<file path="src/common/rot_settings.svh">
`ifndef ROT_SETTINGS_SVH
`define ROT_SETTINGS_SVH

// bus widths
`define ROT_DATA_W 32
`define ROT_ADDR_W 4

// word addresses on the wishbone port
`define ROT_ADDR_OP     4'h0
`define ROT_ADDR_STATUS 4'h1
`define ROT_ADDR_UNLOCK 4'h2
`define ROT_ADDR_RNG0   4'h4 // pool words at RNG0..RNG0+3

// obfuscation sequence, checked msb first
`define ROT_UNLOCK_SEQ 32'hF0F0_AAAA

// random pool
`define ROT_RNG_W     128
`define ROT_LFSR_W    32
`define ROT_RNG_SEED  32'h0000_0001
`define ROT_RNG_LIMIT 6
`define ROT_RNG_CNT_W 3 // holds 0..ROT_RNG_LIMIT

`endif

</file>
<file path="src/common/rot_pkg.sv">
`include "rot_settings.svh"

package rot_pkg;

	typedef enum logic [`ROT_DATA_W-1:0] {
		OP_NOP          = 0,
		OP_STATUS_CLEAR = 1,
		OP_RNG_GEN      = 2,
		OP_RNG_CLEAR    = 3
	} rot_op_e;

	typedef enum logic [1:0] {
		ST_IDLE,
		ST_UNLOCK,
		ST_RNG_GEN
	} rot_state_e;

	typedef struct packed {
		logic op_valid;
		rot_op_e op;
		logic unlock_valid;
		logic [`ROT_DATA_W-1:0] candidate;
	} rot_cmd_t;

	// field order gives the register layout, busy at bit 31
	typedef struct packed {
		logic busy;
		logic unlocked;
		logic rng_valid;
		logic [`ROT_RNG_CNT_W-1:0] rng_count;
		logic [`ROT_DATA_W-4-`ROT_RNG_CNT_W:0] rsvd;
	} rot_status_t;

	typedef struct packed {
		logic cyc;
		logic stb;
		logic we;
		logic [`ROT_ADDR_W-1:0] adr;
		logic [`ROT_DATA_W-1:0] dat;
	} wb_req_t;

	typedef struct packed {
		logic ack;
		logic [`ROT_DATA_W-1:0] dat;
	} wb_rsp_t;

endpackage

</file>
<file path="src/design/rot_regs.sv">
`timescale 1ns/10ps
`include "rot_settings.svh"

module rot_regs (
	input logic clk,
	input logic rst_n,
	input rot_pkg::wb_req_t wb_i,
	output rot_pkg::wb_rsp_t wb_o,
	output rot_pkg::rot_cmd_t cmd_o,
	input rot_pkg::rot_status_t status_i,
	input rot_pkg::rot_op_e last_op_i,
	input logic [`ROT_RNG_W-1:0] pool_i
);
	import rot_pkg::*;

	localparam logic [`ROT_ADDR_W-1:0] ADR_RNG1 = `ROT_ADDR_RNG0 + 1;
	localparam logic [`ROT_ADDR_W-1:0] ADR_RNG2 = `ROT_ADDR_RNG0 + 2;
	localparam logic [`ROT_ADDR_W-1:0] ADR_RNG3 = `ROT_ADDR_RNG0 + 3;

	logic ack_q;
	logic req;
	logic wr_op;
	logic wr_unlock;
	logic op_valid_q;
	logic unlock_valid_q;
	logic [`ROT_DATA_W-1:0] wdata_q;
	logic [`ROT_DATA_W-1:0] rdata;

	// new access seen, ack follows next cycle
	assign req = wb_i.cyc && wb_i.stb && !ack_q;
	assign wr_op = req && wb_i.we && (wb_i.adr == `ROT_ADDR_OP);
	assign wr_unlock = req && wb_i.we && (wb_i.adr == `ROT_ADDR_UNLOCK);

	always_ff @(posedge clk or negedge rst_n) begin
		if (!rst_n) begin
			ack_q <= 1'b0;
			op_valid_q <= 1'b0;
			unlock_valid_q <= 1'b0;
		end else begin
			ack_q <= req; // single cycle, req drops while ack is high
			op_valid_q <= wr_op;
			unlock_valid_q <= wr_unlock;
		end
	end

	always_ff @(posedge clk) begin
		if (req) begin
			wdata_q <= wb_i.dat;
		end
	end

	// command pulses line up with the ack cycle
	always_comb begin
		cmd_o.op_valid = op_valid_q;
		cmd_o.op = rot_op_e'(wdata_q);
		cmd_o.unlock_valid = unlock_valid_q;
		cmd_o.candidate = wdata_q;
	end

	always_comb begin
		case (wb_i.adr)
			`ROT_ADDR_OP: begin
				rdata = last_op_i;
			end
			`ROT_ADDR_STATUS: begin
				rdata = status_i;
			end
			`ROT_ADDR_RNG0: begin
				rdata = pool_i[31:0];
			end
			ADR_RNG1: begin
				rdata = pool_i[63:32];
			end
			ADR_RNG2: begin
				rdata = pool_i[95:64];
			end
			ADR_RNG3: begin
				rdata = pool_i[127:96];
			end
			default: begin
				rdata = '0; // unlock is write only
			end
		endcase
	end

	always_comb begin
		wb_o.ack = ack_q;
		if (ack_q && !wb_i.we) begin
			wb_o.dat = rdata;
		end else begin
			wb_o.dat = '0;
		end
	end

endmodule

</file>
<file path="src/design/rot_sequencer.sv">
`timescale 1ns/10ps
`include "rot_settings.svh"

module rot_sequencer (
	input logic clk,
	input logic rst_n,
	input rot_pkg::rot_cmd_t cmd_i,
	output rot_pkg::rot_status_t status_o,
	output rot_pkg::rot_op_e last_op_o,
	output logic unlock_start_o,
	output logic [`ROT_DATA_W-1:0] candidate_o,
	input logic unlock_done_i,
	input logic unlock_match_i,
	output logic rng_gen_o,
	output logic rng_clear_o,
	input logic rng_done_i
);
	import rot_pkg::*;

	rot_state_e state_q;
	logic unlocked_q;
	logic rng_valid_q;
	logic [`ROT_RNG_CNT_W-1:0] rng_count_q;
	logic op_ok;
	logic accept_op;
	logic accept_unlock;

	always_comb begin
		case (cmd_i.op)
			OP_NOP, OP_STATUS_CLEAR, OP_RNG_CLEAR: begin
				op_ok = 1'b1;
			end
			OP_RNG_GEN: begin
				op_ok = (rng_count_q < `ROT_RNG_LIMIT);
			end
			default: begin
				op_ok = 1'b0; // unknown opcode dropped
			end
		endcase
	end

	assign accept_unlock = (state_q == ST_IDLE) && cmd_i.unlock_valid;
	assign accept_op = (state_q == ST_IDLE) && cmd_i.op_valid && unlocked_q && op_ok;
	assign rng_clear_o = accept_op && (cmd_i.op == OP_RNG_CLEAR);

	always_ff @(posedge clk or negedge rst_n) begin
		if (!rst_n) begin
			state_q <= ST_IDLE;
			unlocked_q <= 1'b0;
			rng_valid_q <= 1'b0;
			rng_count_q <= '0;
			last_op_o <= OP_NOP;
			unlock_start_o <= 1'b0;
			rng_gen_o <= 1'b0;
		end else begin
			unlock_start_o <= 1'b0;
			rng_gen_o <= 1'b0;
			case (state_q)
				ST_IDLE: begin
					if (accept_unlock) begin
						state_q <= ST_UNLOCK;
						unlock_start_o <= 1'b1;
					end else if (accept_op) begin
						last_op_o <= cmd_i.op;
						case (cmd_i.op)
							OP_STATUS_CLEAR: begin
								rng_valid_q <= 1'b0;
								rng_count_q <= '0;
							end
							OP_RNG_CLEAR: begin
								rng_valid_q <= 1'b0; // count kept
							end
							OP_RNG_GEN: begin
								state_q <= ST_RNG_GEN;
								rng_gen_o <= 1'b1;
							end
							default: begin
							end
						endcase
					end
				end
				ST_UNLOCK: begin
					if (unlock_done_i) begin
						unlocked_q <= unlock_match_i; // a miss relocks
						state_q <= ST_IDLE;
					end
				end
				ST_RNG_GEN: begin
					if (rng_done_i) begin
						rng_count_q <= rng_count_q + 1'b1;
						rng_valid_q <= 1'b1;
						state_q <= ST_IDLE;
					end
				end
				default: begin
					state_q <= ST_IDLE;
				end
			endcase
		end
	end

	always_ff @(posedge clk) begin
		if (accept_unlock) begin
			candidate_o <= cmd_i.candidate;
		end
	end

	always_comb begin
		status_o = '0;
		status_o.busy = (state_q != ST_IDLE);
		status_o.unlocked = unlocked_q;
		status_o.rng_valid = rng_valid_q;
		status_o.rng_count = rng_count_q;
	end

endmodule

</file>
<file path="src/design/rot_unlock.sv">
`timescale 1ns/10ps
`include "rot_settings.svh"

module rot_unlock (
	input logic clk,
	input logic rst_n,
	input logic start_i,
	input logic [`ROT_DATA_W-1:0] candidate_i,
	output logic done_o,
	output logic match_o
);

	localparam int IDX_W = $clog2(`ROT_DATA_W);
	localparam logic [`ROT_DATA_W-1:0] UNLOCK_SEQ = `ROT_UNLOCK_SEQ;

	logic active_q;
	logic [IDX_W-1:0] idx_q;
	logic run_match_q;
	logic bit_ok;

	// candidate_i is held by the sequencer for the whole check
	assign bit_ok = (candidate_i[idx_q] == UNLOCK_SEQ[idx_q]);
	assign done_o = active_q && (idx_q == '0);
	assign match_o = run_match_q && bit_ok; // valid with done_o

	always_ff @(posedge clk or negedge rst_n) begin
		if (!rst_n) begin
			active_q <= 1'b0;
			idx_q <= '0;
			run_match_q <= 1'b0;
		end else if (start_i) begin
			active_q <= 1'b1;
			idx_q <= IDX_W'(`ROT_DATA_W - 1); // msb first
			run_match_q <= 1'b1;
		end else if (active_q) begin
			run_match_q <= run_match_q && bit_ok;
			idx_q <= idx_q - 1'b1;
			if (idx_q == '0) begin
				active_q <= 1'b0;
			end
		end
	end

endmodule

</file>
<file path="src/rng/rot_rng.sv">
`timescale 1ns/10ps
`include "rot_settings.svh"

module rot_rng (
	input logic clk,
	input logic rst_n,
	input logic gen_i,
	input logic clear_i,
	output logic done_o,
	output logic [`ROT_RNG_W-1:0] pool_o
);

	localparam int STEP_W = $clog2(`ROT_RNG_W);

	logic [`ROT_LFSR_W-1:0] lfsr_q;
	logic [STEP_W-1:0] step_q;
	logic active_q;
	logic fb;

	// taps 32, 22, 2, 1
	assign fb = lfsr_q[31] ^ lfsr_q[21] ^ lfsr_q[1] ^ lfsr_q[0];
	assign done_o = active_q && (step_q == STEP_W'(`ROT_RNG_W - 1));

	always_ff @(posedge clk or negedge rst_n) begin
		if (!rst_n) begin
			lfsr_q <= `ROT_RNG_SEED;
			step_q <= '0;
			active_q <= 1'b0;
		end else if (gen_i) begin
			active_q <= 1'b1;
			step_q <= '0;
		end else if (active_q) begin
			lfsr_q <= {lfsr_q[`ROT_LFSR_W-2:0], fb};
			step_q <= step_q + 1'b1;
			if (done_o) begin
				active_q <= 1'b0;
			end
		end
	end

	always_ff @(posedge clk or negedge rst_n) begin
		if (!rst_n) begin
			pool_o <= '0;
		end else if (clear_i) begin
			pool_o <= '0; // lfsr keeps running state
		end else if (active_q) begin
			pool_o <= {pool_o[`ROT_RNG_W-2:0], fb}; // new bit at 0
		end
	end

endmodule

</file>
<file path="src/design/rot_top.sv">
`timescale 1ns/10ps
`include "rot_settings.svh"

module rot_top (
	input logic clk,
	input logic rst_n,
	input rot_pkg::wb_req_t wb_i,
	output rot_pkg::wb_rsp_t wb_o
);
	import rot_pkg::*;

	rot_cmd_t cmd;
	rot_status_t status;
	rot_op_e last_op;
	logic unlock_start;
	logic [`ROT_DATA_W-1:0] candidate;
	logic unlock_done;
	logic unlock_match;
	logic rng_gen;
	logic rng_clear;
	logic rng_done;
	logic [`ROT_RNG_W-1:0] pool;

	rot_regs regs0 (
		.clk(clk),
		.rst_n(rst_n),
		.wb_i(wb_i),
		.wb_o(wb_o),
		.cmd_o(cmd),
		.status_i(status),
		.last_op_i(last_op),
		.pool_i(pool)
	);

	rot_sequencer seq0 (
		.clk(clk),
		.rst_n(rst_n),
		.cmd_i(cmd),
		.status_o(status),
		.last_op_o(last_op),
		.unlock_start_o(unlock_start),
		.candidate_o(candidate),
		.unlock_done_i(unlock_done),
		.unlock_match_i(unlock_match),
		.rng_gen_o(rng_gen),
		.rng_clear_o(rng_clear),
		.rng_done_i(rng_done)
	);

	rot_unlock unlock0 (
		.clk(clk),
		.rst_n(rst_n),
		.start_i(unlock_start),
		.candidate_i(candidate),
		.done_o(unlock_done),
		.match_o(unlock_match)
	);

	rot_rng rng0 (
		.clk(clk),
		.rst_n(rst_n),
		.gen_i(rng_gen),
		.clear_i(rng_clear),
		.done_o(rng_done),
		.pool_o(pool)
	);

endmodule

</file>
<file path="config.mk">
export PLATFORM = sky130hd
export DESIGN_NAME = rot_top
export DESIGN_NICKNAME = d
export VERILOG_FILES = /design/src/common/rot_pkg.sv /design/src/design/rot_regs.sv /design/src/design/rot_sequencer.sv /design/src/design/rot_unlock.sv /design/src/rng/rot_rng.sv /design/src/design/rot_top.sv
export VERILOG_INCLUDE_DIRS = /design/src /design/src/common
export SDC_FILE = /design/constraint.sdc
export NUM_CORES = 1
export LEC_CHECK = 0
export BUFFER_PORTS_ARGS = -buffer_cell sky130_fd_sc_hd__buf_4
export CORE_MARGIN = 2
export CORE_UTILIZATION = 50
export DETAILED_ROUTE_END_ITERATION = 6
export GPL_TIMING_DRIVEN = 1
export PLACE_DENSITY = 0.66
export REMOVE_ABC_BUFFERS = 1
export SETUP_SLACK_MARGIN = 0.4
export SLEW_MARGIN = 15
export SYNTH_ARGS = -nofsm -noshare
export SYNTH_HDL_FRONTEND = slang
export SYNTH_SLANG_ARGS = --single-unit
</file>
<file path="constraint.sdc">
create_clock -name clk -period 2.1 [get_ports clk]
set_input_delay 0.42 -clock clk [delete_from_list [all_inputs] [get_ports clk]]
set_output_delay 0.42 -clock clk [all_outputs]
set_load 0.03 [all_outputs]
</file>
==> out/qor.yml <==
outcome:
  status: "finished with violations"
  violations: "negative setup slack"
synthesis:
  ys.warnings.count: 0
  ys_seq_area_frac: 0.601
  synth-simple-area-share: 0.109
  synth.avg_cell_area_um2: 13.1
  synthTopCellsByArea: "dfrtp_1, edfxtp_1, mux2i_1"
  synth_top_family_by_area: "multiplexers"
  synth_fa_ha_area_frac: 0.00406
  synth_most_common_cell: "dfrtp_1"
  synth_top_area_share: 0.443
  synthXorXnorAreaFrac: 0.00853
  synth_cells: 943
  ys_seq_elements: 283
  synth_top_area_cell: "dfrtp_1"
  synth_edf_count: 64
  synthTopCellsByCount: "dfrtp_1, nor2_1, mux2i_1"
  synth_area_um2: 12300
  yosys_most_used_dff: "dfrtp_1"
  synthMuxAreaShare: 0.192
  synth-compound-area-share: 0.0559
  async_flop_share: 0.774
  ys_types: 58
routing:
  drt-pass1-iter-count: 7
  drc: 0
  wirelength_um: 32100
  antenna_left: 0
  drtIter0Drc: 751
  vias_per_cell: 5.76
  vias: 8744
  wl_per_cell_um: 21.2
sta:
  hold_viol_final: 0
  rsz0062_at_grt: "yes"
  worst_pin_slew_ps: 812
  fin_crit_ps: 2500
  max_clock_freq_ghz: 0.399
  drv_slew: 0
  fin_skew_ps: 10.5
  finalSetupViolCount: 156
  post-route-period-util: 1.19
  worst_slack_ps: -404
  relSlewSlack: 0.459
job:
  drv_cap: 0
floorplan:
  io_pins: 74
  rows: 57
  coreArea_um2: 24200
  fp.dieW_um: 161
  die_area_um2: 25900
  start_util: 0.508
  dieHeight_um: 161
setup_path:
  cp_data_arrival_time_ps: 2080
  crit_fanout: 2
  end_kind: "output port"
  crit_type: "reg -> out"
  required_ps: 1680
  worst_setup_path_start_kind: "register"
power:
  seqPwrFrac: 0.467
  p_per_area_nw_per_um2: 721
  p_leak_nw: 7.22
  p_switching_mw: 2.98
  p_sw_frac: 0.236
  comb_power_share: 0.108
  clkPwrFrac: 0.426
  p_int_mw: 9.67
  ir_drop_mv: 0.657
  fin_total_pwr_mw: 12.7
final_layout:
  fillers: 1554
  diodes: 0
  syn_to_final_growth_pct: 42.6
  final_layout_size_suffix_gt1_frac: 0.478
  final_util: 0.724
  layout.nets: 1214
  layout.cells.non_filler: 1517
global_route:
  gr-usage-met3: 0.0349
  use_met2: 0.383
  antenna_found_initial: 0
  grt_use_met1: 0.349
  grt_pass1_wl_um: 49200
  grt_usage: 0.239
  grt_max_degree: 109
  grt-ovfl-total: 0
  grt_pass1_vias: 8874
  busiest_layer: "met2"
clocking:
  clkSinkCount: 283
  max-clock-path-buffers: 3
  clk_latency_ps: 550
  cts_htree_levels: 1
  cts_tree: "done"
  clk_pin_slew_ps: 60
  root_buffer: "clkbuf_16"
  cts_made_buffers: 30
place:
  gp_congestion: 0.794
  dpl.hpwl_um: 16600
  place_worst_setup_slack_ps: -398
  dp.cells: 1342
  portBuffers: 73
min_path:
  hold_path.class: "in -> reg"
## per-stage QoR
step | TNS, ps | cell area [µm²] | hold slack (ps)
5_1_grt | -36570 | 17600 | 28.9
4_1_cts | -20340 | 16400 | 30.4
3_5_place_dp | -22810 | 13700 | 425
6_report | -14340 | 17600 | 45.0
2_1_floorplan | -586080 | 12000 | 124
3_3_place_gp | -21750 | 13700 | 428
## layout make-up
type                       instances  area, µm²  share of cell area
clock buffer                      46        872              0.0497
inverter                           5       31.3             0.00178
timing repair buffer             259       2840               0.162
clock inverter                    10        128             0.00727
tap                              324        405              0.0231
multi-input combinational        590       5870               0.335
sequential                       283       7410               0.422
## flip-flops by register name, summed over array words and instances, names as in the netlist
name / cells
rng0.pool_o: 128
regs0.wdata_q: 32
rng0.lfsr_q: 32
seq0.candidate_o: 32
seq0.last_op_o: 32
rng0.step_q: 7
unlock0.idx_q: 5
seq0.rng_count_q: 3
seq0.state_q: 2
regs0.ack_q: 1
regs0.op_valid_q: 1
regs0.unlock_valid_q: 1
rng0.active_q: 1
seq0.rng_gen_o: 1
seq0.rng_valid_q: 1
seq0.unlock_start_o: 1
seq0.unlocked_q: 1
unlock0.active_q: 1
unlock0.run_match_q: 1
## placed cells by master, fill, tap and decap left out, types with 5 or more instances in the layout
cell,Yosys,routed
nand2b_1,10,9
a22oi_2,0,11
buf_12,1,27
clkbuf_1,21,11
xor2_1,6,6
xnor2_1,6,6
buf_4,13,185
mux4_2,13,14
nor2_2,0,21
a22o_1,16,16
buf_16,0,20
nand4_1,5,5
clkinv_2,0,5
dfrtp_1,218,215
a222oi_1,15,15
mux2_2,53,39
clkbuf_16,0,34
edfxtp_1,64,64
nand2_1,13,13
nor2b_4,0,19
mux2_4,0,14
buf_6,2,20
mux2i_1,140,139
nor2_4,0,106
nor2_1,175,48
nor2b_1,38,16
## path summary, 6_finish.rpt
kind	endpoint	slack, ps	startpoint	depth (start not counted)
setup reg to reg	rng0.pool_o[76]	-130	regs0.wdata_q[3]	8
max in group asynchronous	rng0.lfsr_q[0]	970	rst_n	3
hold reg to reg	seq0.candidate_o[22]	450	regs0.wdata_q[22]	0
setup / recovery	wb_o[17]	-400	rng0.pool_o[113]	6
min in group asynchronous	rng0.pool_o[29]	420	rst_n	2
hold / removal	regs0.wdata_q[30]	50	wb_i[30]	1
## per-layer routing
layer  vias to the layer above  share of wire  routed length (µm)
met4                         0          0.024                 762
met2                       274           0.49               15800
met3                        61          0.051                1630
li1                       3860              -                   -
met1                      4549           0.43               13900
met5                         -              0                   0
## power by group through the flow
stage	Combinational (mW)	Clock (mW)	Sequential (mW)
after floorplan	0.501	0	5.98
after global placement	1.05	0	5.97
after detailed placement	1.07	0	5.97
after CTS	1.18	5.43	5.90
after global routing	1.46	5.67	5.92
final	1.36	5.39	5.90
## critical path: stages, from the launching register on
cell and delay [ps]:
dfrtp_1 390, mux2_4 260, a22o_1 180, a222oi_1 330, buf_4 190, nor2_2 40, buf_6 140
## repair_timing
action,CTS,global route
gates cloned,19,2
buffers inserted,66,31
endpoints found under the hold margin,59,0
hold buffers,1,0
resized for setup,160,216
pin swaps,78,112
setup endpoints to repair,200,204
## cell families after synthesis
logic type / count (synthesis)
flip-flops: 283
AND/OR/NAND/NOR: 282
multiplexers: 209
AO/OA/AOI/OAI: 83
buffers and inverters: 70
XOR/XNOR: 12
adder cells (fa/ha/maj): 4
Power figures use the tool's default switching activity.
